## src/rtl/rv_consts.svh

```systemverilog
`ifndef RV_CONSTS_SVH
`define RV_CONSTS_SVH

// data path and address width
`define RV_XLEN 32

// register index width and number of architectural registers
`define RV_REG_ADDR_W 5
`define RV_REG_COUNT 32

// first fetch address after reset
`define RV_RESET_PC 32'h0000_0000

// addi x0, x0, 0
`define RV_NOP 32'h0000_0013

// sequential step and link increment
`define RV_IMM_FOUR 32'd4

`endif

```

## src/rtl/rv_pkg.sv

```systemverilog
`include "rv_consts.svh"

package rv_pkg;

	// major opcodes of the supported subset
	typedef enum logic [6:0] {
		OP_REG    = 7'b0110011,
		OP_IMM    = 7'b0010011,
		OP_LOAD   = 7'b0000011,
		OP_STORE  = 7'b0100011,
		OP_BRANCH = 7'b1100011,
		OP_JAL    = 7'b1101111
	} opcode_e;

	typedef enum logic [2:0] {
		ALU_ADD = 3'd0,
		ALU_SUB = 3'd1,
		ALU_AND = 3'd2,
		ALU_OR  = 3'd3,
		ALU_XOR = 3'd4,
		ALU_SLT = 3'd5
	} alu_op_e;

	typedef enum logic [1:0] {
		FWD_RF     = 2'd0,
		FWD_EX_MEM = 2'd1,
		FWD_MEM_WB = 2'd2
	} fwd_sel_e;

	// all zero is a bubble
	typedef struct packed {
		logic    reg_write;
		logic    mem_read;
		logic    mem_write;
		logic    mem_to_reg;
		logic    alu_src_imm;
		logic    branch;
		logic    link;
		alu_op_e alu_op;
	} ctrl_t;

	typedef struct packed {
		ctrl_t                      ctrl;
		logic [`RV_XLEN-1:0]        pc;
		logic [`RV_XLEN-1:0]        rs1_data;
		logic [`RV_XLEN-1:0]        rs2_data;
		logic [`RV_XLEN-1:0]        imm;
		logic [`RV_REG_ADDR_W-1:0]  rs1;
		logic [`RV_REG_ADDR_W-1:0]  rs2;
		logic [`RV_REG_ADDR_W-1:0]  rd;
	} id_ex_t;

	typedef struct packed {
		ctrl_t                      ctrl;
		logic [`RV_XLEN-1:0]        alu_result;
		logic [`RV_XLEN-1:0]        store_data;
		logic [`RV_XLEN-1:0]        branch_target;
		logic                       zero;
		logic [`RV_REG_ADDR_W-1:0]  rd;
	} ex_mem_t;

	typedef struct packed {
		logic                       reg_write;
		logic                       mem_to_reg;
		logic [`RV_REG_ADDR_W-1:0]  rd;
		logic [`RV_XLEN-1:0]        alu_result;
		logic [`RV_XLEN-1:0]        load_data;
	} mem_wb_t;

	// register file write port
	typedef struct packed {
		logic                       we;
		logic [`RV_REG_ADDR_W-1:0]  addr;
		logic [`RV_XLEN-1:0]        data;
	} reg_wr_t;

endpackage

```

## src/rtl/fetch_stage.sv

```systemverilog
`timescale 1ns/1ps
`include "rv_consts.svh"

module fetch_stage import rv_pkg::*; (
	input  logic                clock,
	input  logic                reset,
	input  logic                stall,
	input  logic                flush_id,
	input  logic                redirect,
	input  logic [`RV_XLEN-1:0] redirect_pc,
	input  logic [`RV_XLEN-1:0] instr,
	output logic [`RV_XLEN-1:0] instr_addr,
	output logic [`RV_XLEN-1:0] if_id_instr,
	output logic [`RV_XLEN-1:0] if_id_pc
);

	logic [`RV_XLEN-1:0] pc_next;

	// a redirect overrides a load-use hold
	always_comb begin
		if (redirect) begin
			pc_next = redirect_pc;
		end else if (stall) begin
			pc_next = instr_addr;
		end else begin
			pc_next = instr_addr + `RV_IMM_FOUR;
		end
	end

	always_ff @(posedge clock or negedge reset) begin
		if (!reset) begin
			instr_addr <= `RV_RESET_PC;
		end else begin
			instr_addr <= pc_next;
		end
	end

	// IF/ID register
	always_ff @(posedge clock or negedge reset) begin
		if (!reset) begin
			if_id_instr <= `RV_NOP;
			if_id_pc    <= `RV_RESET_PC;
		end else if (flush_id) begin
			if_id_instr <= `RV_NOP;
		end else if (!stall) begin
			if_id_instr <= instr;
			if_id_pc    <= instr_addr;
		end
	end

endmodule

```

## src/rtl/decode_stage.sv

```systemverilog
`timescale 1ns/1ps
`include "rv_consts.svh"

module decode_stage import rv_pkg::*; (
	input  logic                       clock,
	input  logic                       reset,
	input  logic [`RV_XLEN-1:0]        if_id_instr,
	input  logic [`RV_XLEN-1:0]        if_id_pc,
	input  logic [`RV_XLEN-1:0]        rs1_data,
	input  logic [`RV_XLEN-1:0]        rs2_data,
	input  logic                       stall,
	input  logic                       flush_ex,
	output logic [`RV_REG_ADDR_W-1:0]  rs1,
	output logic [`RV_REG_ADDR_W-1:0]  rs2,
	output logic                       jal_redirect,
	output logic [`RV_XLEN-1:0]        jal_target,
	output id_ex_t                     id_ex
);

	logic [6:0]                funct7;
	logic [2:0]                funct3;
	logic [`RV_REG_ADDR_W-1:0] rd;
	logic [`RV_XLEN-1:0]       imm_i;
	logic [`RV_XLEN-1:0]       imm_s;
	logic [`RV_XLEN-1:0]       imm_b;
	logic [`RV_XLEN-1:0]       imm_j;
	logic [`RV_XLEN-1:0]       imm;
	logic                      use_rs1;
	logic                      use_rs2;
	ctrl_t                     ctrl;

	assign funct7 = if_id_instr[31:25];
	assign funct3 = if_id_instr[14:12];

	assign imm_i = {{20{if_id_instr[31]}}, if_id_instr[31:20]};
	assign imm_s = {{20{if_id_instr[31]}}, if_id_instr[31:25], if_id_instr[11:7]};
	assign imm_b = {{19{if_id_instr[31]}}, if_id_instr[31], if_id_instr[7],
		if_id_instr[30:25], if_id_instr[11:8], 1'b0};
	assign imm_j = {{11{if_id_instr[31]}}, if_id_instr[31], if_id_instr[19:12],
		if_id_instr[20], if_id_instr[30:21], 1'b0};

	// anything not recognized stays a bubble
	always_comb begin
		ctrl    = '0;
		imm     = '0;
		use_rs1 = 1'b0;
		use_rs2 = 1'b0;
		case (opcode_e'(if_id_instr[6:0]))
			OP_REG: begin
				use_rs1        = 1'b1;
				use_rs2        = 1'b1;
				ctrl.reg_write = 1'b1;
				case ({funct7, funct3})
					{7'h00, 3'b000}: ctrl.alu_op = ALU_ADD;
					{7'h20, 3'b000}: ctrl.alu_op = ALU_SUB;
					{7'h00, 3'b111}: ctrl.alu_op = ALU_AND;
					{7'h00, 3'b110}: ctrl.alu_op = ALU_OR;
					{7'h00, 3'b100}: ctrl.alu_op = ALU_XOR;
					{7'h00, 3'b010}: ctrl.alu_op = ALU_SLT;
					default: begin
						ctrl    = '0;
						use_rs1 = 1'b0;
						use_rs2 = 1'b0;
					end
				endcase
			end
			OP_IMM: begin
				if (funct3 == 3'b000) begin
					use_rs1          = 1'b1;
					ctrl.reg_write   = 1'b1;
					ctrl.alu_src_imm = 1'b1;
					imm              = imm_i;
				end
			end
			OP_LOAD: begin
				// word loads only
				if (funct3 == 3'b010) begin
					use_rs1          = 1'b1;
					ctrl.reg_write   = 1'b1;
					ctrl.mem_read    = 1'b1;
					ctrl.mem_to_reg  = 1'b1;
					ctrl.alu_src_imm = 1'b1;
					imm              = imm_i;
				end
			end
			OP_STORE: begin
				if (funct3 == 3'b010) begin
					use_rs1          = 1'b1;
					use_rs2          = 1'b1;
					ctrl.mem_write   = 1'b1;
					ctrl.alu_src_imm = 1'b1;
					imm              = imm_s;
				end
			end
			OP_BRANCH: begin
				// beq compares through a subtract
				if (funct3 == 3'b000) begin
					use_rs1     = 1'b1;
					use_rs2     = 1'b1;
					ctrl.branch = 1'b1;
					ctrl.alu_op = ALU_SUB;
					imm         = imm_b;
				end
			end
			OP_JAL: begin
				ctrl.reg_write = 1'b1;
				ctrl.link      = 1'b1;
				imm            = imm_j;
			end
			default: begin
			end
		endcase
	end

	// unused sources read as x0 so they never trigger a hazard
	assign rs1 = use_rs1 ? if_id_instr[19:15] : '0;
	assign rs2 = use_rs2 ? if_id_instr[24:20] : '0;
	assign rd  = ctrl.reg_write ? if_id_instr[11:7] : '0;

	assign jal_redirect = ctrl.link;
	assign jal_target   = if_id_pc + imm_j;

	// ID/EX register
	always_ff @(posedge clock or negedge reset) begin
		if (!reset) begin
			id_ex <= '0;
		end else if (stall || flush_ex) begin
			id_ex <= '0;
		end else begin
			id_ex.ctrl     <= ctrl;
			id_ex.pc       <= if_id_pc;
			id_ex.rs1_data <= rs1_data;
			id_ex.rs2_data <= rs2_data;
			id_ex.imm      <= imm;
			id_ex.rs1      <= rs1;
			id_ex.rs2      <= rs2;
			id_ex.rd       <= rd;
		end
	end

endmodule

```

## src/rtl/reg_file.sv

```systemverilog
`timescale 1ns/1ps
`include "rv_consts.svh"

module reg_file import rv_pkg::*; (
	input  logic                       clock,
	input  logic                       reset,
	input  logic [`RV_REG_ADDR_W-1:0]  rs1,
	input  logic [`RV_REG_ADDR_W-1:0]  rs2,
	output logic [`RV_XLEN-1:0]        rs1_data,
	output logic [`RV_XLEN-1:0]        rs2_data,
	input  reg_wr_t                    wb
);

	// x0 has no storage
	logic [`RV_XLEN-1:0] regs [1:`RV_REG_COUNT-1];

	function automatic logic [`RV_XLEN-1:0] read_port(input logic [`RV_REG_ADDR_W-1:0] idx);
		logic [`RV_XLEN-1:0] value;
		if (idx == '0) begin
			value = '0;
		end else if (wb.we && wb.addr == idx) begin
			value = wb.data;
		end else begin
			value = regs[idx];
		end
		return value;
	endfunction

	assign rs1_data = read_port(rs1);
	assign rs2_data = read_port(rs2);

	always_ff @(posedge clock or negedge reset) begin
		if (!reset) begin
			for (int i = 1; i < `RV_REG_COUNT; i++) begin
				regs[i] <= '0;
			end
		end else if (wb.we && wb.addr != '0) begin
			regs[wb.addr] <= wb.data;
		end
	end

endmodule

```

## src/rtl/hazard_unit.sv

```systemverilog
`timescale 1ns/1ps
`include "rv_consts.svh"

module hazard_unit import rv_pkg::*; (
	input  logic [`RV_REG_ADDR_W-1:0]  rs1,
	input  logic [`RV_REG_ADDR_W-1:0]  rs2,
	input  id_ex_t                     id_ex,
	input  ex_mem_t                    ex_mem,
	input  mem_wb_t                    mem_wb,
	input  logic                       jal_redirect,
	input  logic [`RV_XLEN-1:0]        jal_target,
	output logic                       stall,
	output logic                       flush_id,
	output logic                       flush_ex,
	output logic                       flush_mem,
	output logic                       redirect,
	output logic [`RV_XLEN-1:0]        redirect_pc,
	output fwd_sel_e                   fwd_a,
	output fwd_sel_e                   fwd_b
);

	logic branch_taken;

	// younger result wins, x0 is never forwarded
	function automatic fwd_sel_e pick_source(input logic [`RV_REG_ADDR_W-1:0] src);
		fwd_sel_e sel;
		if (src != '0 && ex_mem.ctrl.reg_write && ex_mem.rd == src) begin
			sel = FWD_EX_MEM;
		end else if (src != '0 && mem_wb.reg_write && mem_wb.rd == src) begin
			sel = FWD_MEM_WB;
		end else begin
			sel = FWD_RF;
		end
		return sel;
	endfunction

	assign fwd_a = pick_source(id_ex.rs1);
	assign fwd_b = pick_source(id_ex.rs2);

	// load in EX feeding the instruction in decode
	assign stall = id_ex.ctrl.mem_read && id_ex.rd != '0 &&
		(id_ex.rd == rs1 || id_ex.rd == rs2);

	assign branch_taken = ex_mem.ctrl.branch && ex_mem.zero;

	assign redirect    = branch_taken || jal_redirect;
	assign redirect_pc = branch_taken ? ex_mem.branch_target : jal_target;

	// taken beq squashes IF/ID, ID/EX and the instruction in EX
	assign flush_id  = redirect;
	assign flush_ex  = branch_taken;
	assign flush_mem = branch_taken;

endmodule

```

## src/rtl/execute_stage.sv

```systemverilog
`timescale 1ns/1ps
`include "rv_consts.svh"

module execute_stage import rv_pkg::*; (
	input  logic                clock,
	input  logic                reset,
	input  id_ex_t              id_ex,
	input  fwd_sel_e            fwd_a,
	input  fwd_sel_e            fwd_b,
	input  logic [`RV_XLEN-1:0] ex_mem_fwd,
	input  logic [`RV_XLEN-1:0] wb_fwd,
	input  logic                flush_mem,
	output logic                data_ren,
	output logic [`RV_XLEN-1:0] load_addr,
	output ex_mem_t             ex_mem
);

	logic [`RV_XLEN-1:0] op_a;
	logic [`RV_XLEN-1:0] op_b;
	logic [`RV_XLEN-1:0] alu_b;
	logic [`RV_XLEN-1:0] alu_out;
	logic [`RV_XLEN-1:0] result;
	logic [`RV_XLEN-1:0] branch_target;

	function automatic logic [`RV_XLEN-1:0] fwd_mux(
		input fwd_sel_e            sel,
		input logic [`RV_XLEN-1:0] rf_value
	);
		logic [`RV_XLEN-1:0] value;
		case (sel)
			FWD_EX_MEM: value = ex_mem_fwd;
			FWD_MEM_WB: value = wb_fwd;
			default:    value = rf_value;
		endcase
		return value;
	endfunction

	assign op_a  = fwd_mux(fwd_a, id_ex.rs1_data);
	assign op_b  = fwd_mux(fwd_b, id_ex.rs2_data);
	assign alu_b = id_ex.ctrl.alu_src_imm ? id_ex.imm : op_b;

	always_comb begin
		case (id_ex.ctrl.alu_op)
			ALU_SUB: alu_out = op_a - alu_b;
			ALU_AND: alu_out = op_a & alu_b;
			ALU_OR:  alu_out = op_a | alu_b;
			ALU_XOR: alu_out = op_a ^ alu_b;
			ALU_SLT: alu_out = {{(`RV_XLEN-1){1'b0}}, $signed(op_a) < $signed(alu_b)};
			default: alu_out = op_a + alu_b;
		endcase
	end

	// jal writes its return address instead of the ALU output
	assign result        = id_ex.ctrl.link ? id_ex.pc + `RV_IMM_FOUR : alu_out;
	assign branch_target = id_ex.pc + id_ex.imm;

	// read address leaves now, data returns during MEM
	assign load_addr = alu_out;
	assign data_ren  = id_ex.ctrl.mem_read && !flush_mem;

	// EX/MEM register
	always_ff @(posedge clock or negedge reset) begin
		if (!reset) begin
			ex_mem <= '0;
		end else if (flush_mem) begin
			ex_mem <= '0;
		end else begin
			ex_mem.ctrl          <= id_ex.ctrl;
			ex_mem.alu_result    <= result;
			ex_mem.store_data    <= op_b;
			ex_mem.branch_target <= branch_target;
			ex_mem.zero          <= (alu_out == '0);
			ex_mem.rd            <= id_ex.rd;
		end
	end

endmodule

```

## src/rtl/writeback_stage.sv

```systemverilog
`timescale 1ns/1ps
`include "rv_consts.svh"

module writeback_stage import rv_pkg::*; (
	input  logic                clock,
	input  logic                reset,
	input  ex_mem_t             ex_mem,
	input  logic [`RV_XLEN-1:0] data_rdata,
	output mem_wb_t             mem_wb,
	output logic [`RV_XLEN-1:0] wb_data
);

	// MEM/WB register, load data arrives during the memory stage
	always_ff @(posedge clock or negedge reset) begin
		if (!reset) begin
			mem_wb <= '0;
		end else begin
			mem_wb.reg_write  <= ex_mem.ctrl.reg_write;
			mem_wb.mem_to_reg <= ex_mem.ctrl.mem_to_reg;
			mem_wb.rd         <= ex_mem.rd;
			mem_wb.alu_result <= ex_mem.alu_result;
			mem_wb.load_data  <= data_rdata;
		end
	end

	assign wb_data = mem_wb.mem_to_reg ? mem_wb.load_data : mem_wb.alu_result;

endmodule

```

## src/rtl/rv_core.sv

```systemverilog
`timescale 1ns/1ps
`include "rv_consts.svh"

module rv_core import rv_pkg::*; (
	input  logic                clock,
	input  logic                reset,
	output logic [`RV_XLEN-1:0] instr_addr,
	input  logic [`RV_XLEN-1:0] instr,
	output logic [`RV_XLEN-1:0] data_addr,
	output logic [`RV_XLEN-1:0] data_wdata,
	input  logic [`RV_XLEN-1:0] data_rdata,
	output logic                data_ren,
	output logic                data_wen
);

	logic [`RV_XLEN-1:0]       if_id_instr;
	logic [`RV_XLEN-1:0]       if_id_pc;
	logic [`RV_REG_ADDR_W-1:0] rs1;
	logic [`RV_REG_ADDR_W-1:0] rs2;
	logic [`RV_XLEN-1:0]       rs1_data;
	logic [`RV_XLEN-1:0]       rs2_data;
	logic                      jal_redirect;
	logic [`RV_XLEN-1:0]       jal_target;
	logic                      stall;
	logic                      flush_id;
	logic                      flush_ex;
	logic                      flush_mem;
	logic                      redirect;
	logic [`RV_XLEN-1:0]       redirect_pc;
	fwd_sel_e                  fwd_a;
	fwd_sel_e                  fwd_b;
	logic [`RV_XLEN-1:0]       load_addr;
	logic [`RV_XLEN-1:0]       wb_data;
	id_ex_t                    id_ex;
	ex_mem_t                   ex_mem;
	mem_wb_t                   mem_wb;
	reg_wr_t                   wb_write;

	// loads address from EX, stores from the EX/MEM register
	assign data_addr  = data_ren ? load_addr : ex_mem.alu_result;
	assign data_wen   = ex_mem.ctrl.mem_write;
	assign data_wdata = ex_mem.store_data;

	assign wb_write.we   = mem_wb.reg_write;
	assign wb_write.addr = mem_wb.rd;
	assign wb_write.data = wb_data;

	fetch_stage u_fetch (
		.clock       (clock),
		.reset       (reset),
		.stall       (stall),
		.flush_id    (flush_id),
		.redirect    (redirect),
		.redirect_pc (redirect_pc),
		.instr       (instr),
		.instr_addr  (instr_addr),
		.if_id_instr (if_id_instr),
		.if_id_pc    (if_id_pc)
	);

	decode_stage u_decode (
		.clock        (clock),
		.reset        (reset),
		.if_id_instr  (if_id_instr),
		.if_id_pc     (if_id_pc),
		.rs1_data     (rs1_data),
		.rs2_data     (rs2_data),
		.stall        (stall),
		.flush_ex     (flush_ex),
		.rs1          (rs1),
		.rs2          (rs2),
		.jal_redirect (jal_redirect),
		.jal_target   (jal_target),
		.id_ex        (id_ex)
	);

	reg_file u_reg_file (
		.clock    (clock),
		.reset    (reset),
		.rs1      (rs1),
		.rs2      (rs2),
		.rs1_data (rs1_data),
		.rs2_data (rs2_data),
		.wb       (wb_write)
	);

	hazard_unit u_hazard (
		.rs1          (rs1),
		.rs2          (rs2),
		.id_ex        (id_ex),
		.ex_mem       (ex_mem),
		.mem_wb       (mem_wb),
		.jal_redirect (jal_redirect),
		.jal_target   (jal_target),
		.stall        (stall),
		.flush_id     (flush_id),
		.flush_ex     (flush_ex),
		.flush_mem    (flush_mem),
		.redirect     (redirect),
		.redirect_pc  (redirect_pc),
		.fwd_a        (fwd_a),
		.fwd_b        (fwd_b)
	);

	execute_stage u_execute (
		.clock      (clock),
		.reset      (reset),
		.id_ex      (id_ex),
		.fwd_a      (fwd_a),
		.fwd_b      (fwd_b),
		.ex_mem_fwd (ex_mem.alu_result),
		.wb_fwd     (wb_data),
		.flush_mem  (flush_mem),
		.data_ren   (data_ren),
		.load_addr  (load_addr),
		.ex_mem     (ex_mem)
	);

	writeback_stage u_writeback (
		.clock      (clock),
		.reset      (reset),
		.ex_mem     (ex_mem),
		.data_rdata (data_rdata),
		.mem_wb     (mem_wb),
		.wb_data    (wb_data)
	);

endmodule

```

## config.mk

```make
export PLATFORM = sky130hd
export DESIGN_NAME = rv_core
export DESIGN_NICKNAME = d
export VERILOG_FILES = /design/src/rtl/rv_pkg.sv /design/src/rtl/fetch_stage.sv /design/src/rtl/decode_stage.sv /design/src/rtl/reg_file.sv /design/src/rtl/hazard_unit.sv /design/src/rtl/execute_stage.sv /design/src/rtl/writeback_stage.sv /design/src/rtl/rv_core.sv
export VERILOG_INCLUDE_DIRS = /design/src /design/src/rtl
export SDC_FILE = /design/constraint.sdc
export NUM_CORES = 2
export LEC_CHECK = 0
export BUFFER_PORTS_ARGS = -buffer_cell sky130_fd_sc_hd__buf_2
export CORE_MARGIN = 4
export CORE_UTILIZATION = 46
export DETAILED_ROUTE_END_ITERATION = 7
export GPL_TIMING_DRIVEN = 0
export SYNTH_ARGS = -nofsm -noshare
export SYNTH_HDL_FRONTEND = slang
export SYNTH_HIERARCHICAL = 1
export SYNTH_SLANG_ARGS = --single-unit
```

## constraint.sdc

```tcl
create_clock -name clock -period 8 [get_ports clock]
set_input_delay 1.6 -clock clock [delete_from_list [all_inputs] [get_ports clock]]
set_output_delay 1.6 -clock clock [all_outputs]
set_load 0.02 [all_outputs]
```

==> impl_metrics.env <==
export IMPL_path_max_fanout=10
export IMPL_cts_tree="built"
export IMPL_dp_cells=9289
export IMPL_synth_net_count=7009
export IMPL_max_clock_path_buffers=3
export IMPL_nFillCells=15350
export IMPL_drt_total_wl_um=351100
export IMPL_routedWlPerCell_um=36.36
export IMPL_fmax_mhz=121.5
export IMPL_failed_checks="capacitance limit, slew limit, setup timing"
export IMPL_rsz0062_at_grt="true"
export IMPL_place_ws_ns=-1.947
export IMPL_dieArea_um2=183800
export IMPL_clk_latency_ns=0.83
export IMPL_finalCriticalPeriod_ns=8.229
export IMPL_drtPass1Iterations=8
export IMPL_worst_slack_ns=-0.2289
export IMPL_internal_power_mw=12.19
export IMPL_final_period_utilization=1.029
export IMPL_slew_headroom=-0.05412
export IMPL_cp_end_kind="output pin"
export IMPL_swShare=0.2656
export IMPL_grt_pass1_wl_um=485600
export IMPL_drc=0
export IMPL_layout_cells_non_filler=9657
export IMPL_initial_core_util=0.4624
export IMPL_crit_arrival_ns=6.63
export IMPL_pwr_share_comb=0.089
export IMPL_grt_pass1_vias=63170
export IMPL_drt_iter0_markers=8552
export IMPL_setup_viol=10
export IMPL_power_frac_seq=0.461
export IMPL_yosys_warnings=6
export IMPL_skew_ns=0.02941
export IMPL_drive_gt1_frac=0.3601
export IMPL_hold_violations=0
export IMPL_synthesis_instances=6776
export IMPL_clkSlewWorstSetupHoldPaths_ns=0.06
export IMPL_switching_power_mw=4.409
export IMPL_die_w_um=428.7
export IMPL_port_buffers=163
export IMPL_hp_class="flop to flop"
export IMPL_slew_viol_final=23
export IMPL_critical_path_class="flop to output pin"
export IMPL_syn_avg_cell_area_um2=12.02
export IMPL_cts_sinks=1406
export IMPL_vias=65150
export IMPL_leakagePower_nw=41.38
export IMPL_row_count=154
export IMPL_die_h_um=428.7
export IMPL_finalInstanceArea_um2=93030
export IMPL_cp_data_required_time_ns=6.40
export IMPL_powerDensity_nw_per_um2=178.4
export IMPL_grt_ovfl_total=0
export IMPL_cts_inserted_buffers=159
export IMPL_globalRouteTotalUtil=0.3715
export IMPL_drv_cap=4
export IMPL_postCtsHoldBufs=0
export IMPL_final_nets=7416
export IMPL_core_area_um2=176100
export IMPL_clkPwrFrac=0.450
export IMPL_peakVddDrop_mv=0.1676
export IMPL_antenna_found_initial=14
export IMPL_grt_start_max_net_pins=168
export IMPL_syn_area_um2=81430
export IMPL_gp_congestion=1.042
export IMPL_htree_levels=4
export IMPL_dpl_hpwl_um=265800
export IMPL_viasPerCell=6.747
export IMPL_tightest_slew_ns=1.567
export IMPL_ant_nets=0
export IMPL_place_area_um2=85470
export IMPL_io_pins=164
export IMPL_cts_root_buf="clkbuf_16"
export IMPL_syn2layout_area_growth_pct=14.25
export IMPL_status="complete, but fails checks"
export IMPL_cp_start_kind="flop"
path summary, 6_finish.rpt:
path                                       startpoint                     end  slack (ns)  cells after the start
worst max-delay path                u_decode/id_ex[9]           data_addr[31]       -0.23                     26
min in group asynchronous                       reset    u_execute/ex_mem[45]        0.79                      2
max in group asynchronous                       reset    u_reg_file/regs[791]        4.67                      5
worst min register to register  u_execute/ex_mem[108]  u_writeback/mem_wb[69]        0.35                      0
worst min-delay path            u_execute/ex_mem[108]  u_writeback/mem_wb[69]        0.35                      0
worst max register to register     u_decode/id_ex[11]     u_execute/ex_mem[5]        0.33                     22
cell usage in the layout (no fill, tap or decap), drive strengths merged, types with 83 or more instances in the layout:
| cell | instances |
|---|---|
| clkbuf | 527 |
| a22oi | 104 |
| a211oi | 101 |
| inv | 143 |
| a21oi | 213 |
| dfrtp | 1403 |
| nor2 | 430 |
| o21ai | 210 |
| mux4 | 388 |
| and2 | 147 |
| buf | 540 |
| mux2i | 187 |
| mux2 | 1250 |
| ha | 163 |
| nor3 | 137 |
| nand2 | 279 |
| a221oi | 83 |
metrics by stage:
stage                     TNS [ns]  utilization  power [mW]  hold WS [ns]
after global routing        -3.342       0.5281       17.14        0.3509
final                      -0.9418       0.5283       16.60        0.3487
after CTS                   -1.751       0.5239       16.66        0.3507
after detailed placement    -23.14       0.4853       9.205        0.3381
after global placement           -       0.4836       9.188        0.3350
after floorplan                  0            -       8.530        0.3312
state kept, by name (all words and copies together) (netlist names):
name	count
u_writeback/mem_wb	71
u_execute/ex_mem	106
u_reg_file/regs	992
u_fetch/if_id_instr	32
u_fetch/if_id_pc	32
u_decode/id_ex	141
u_fetch/instr_addr	32
layer usage:
metal / global-route usage / vias up / wire (um) / share of wire
li1: - / 26120 / - / -
met1: 0.5205 / 33920 / 144100 / 0.41
met2: 0.5191 / 4184 / 145100 / 0.41
met3: 0.1131 / 924 / 40060 / 0.11
met4: 0.1914 / 10 / 21790 / 0.062
met5: 0 / - / 61 / 0.00017
critical path: stages (launching register included):
cell      delay (ns)
dfrtp_1         0.40
or4_4           0.55
nor2_4          0.13
nor4_4          0.06
nor4_4          0.32
buf_4           0.17
ha_4            0.18
buf_4           0.25
a22oi_1         0.12
nor2_1          0.19
a21oi_2         0.10
o21ai_2         0.44
ha_4            0.29
inv_1           0.12
o31ai_1         0.44
a211o_1         0.24
nand2_1         0.08
o211ai_1        0.09
buf_4           0.16
nand4_1         0.20
buf_4           0.21
a21oi_2         0.12
xor2_1          0.19
o22ai_2         0.12
nor3_4          0.27
mux2_4          0.23
buf_6           0.12
area by class of cell:
cell class                      instances  area, um^2  share of cell area
Sequential cell                      1406       35190              0.3782
Antenna cell                           11       27.53           0.0002959
Multi-Input combinational cell       4633       44270              0.4759
Clock buffer                          220        4559             0.04901
Timing Repair Buffer                  262        1881             0.02021
Inverter                              136       510.5            0.005487
Clock inverter                         64       713.2            0.007666
Tap cell                             2340        2928             0.03147
Buffer                                585        2957             0.03178
timing repair:
item / CTS / global route
hold endpoints to repair: 0 / 0
pin swaps: 64 / 59
resized for setup: 307 / 119
setup endpoints to repair: 34 / 27
gates cloned: 1 / 0
buffers inserted: 60 / 28
power by group through the flow:
stage          Combinational [mW]  Clock [mW]  Sequential (mW)
6_report                     1.48        7.47             7.65
3_5_place_dp                 1.45           0             7.76
3_3_place_gp                 1.41           0             7.77
5_1_grt                      1.62        7.85             7.67
2_1_floorplan               0.879           0             7.65
4_1_cts                      1.46        7.57             7.64
No activity file was read; power rests on OpenSTA's default activity.
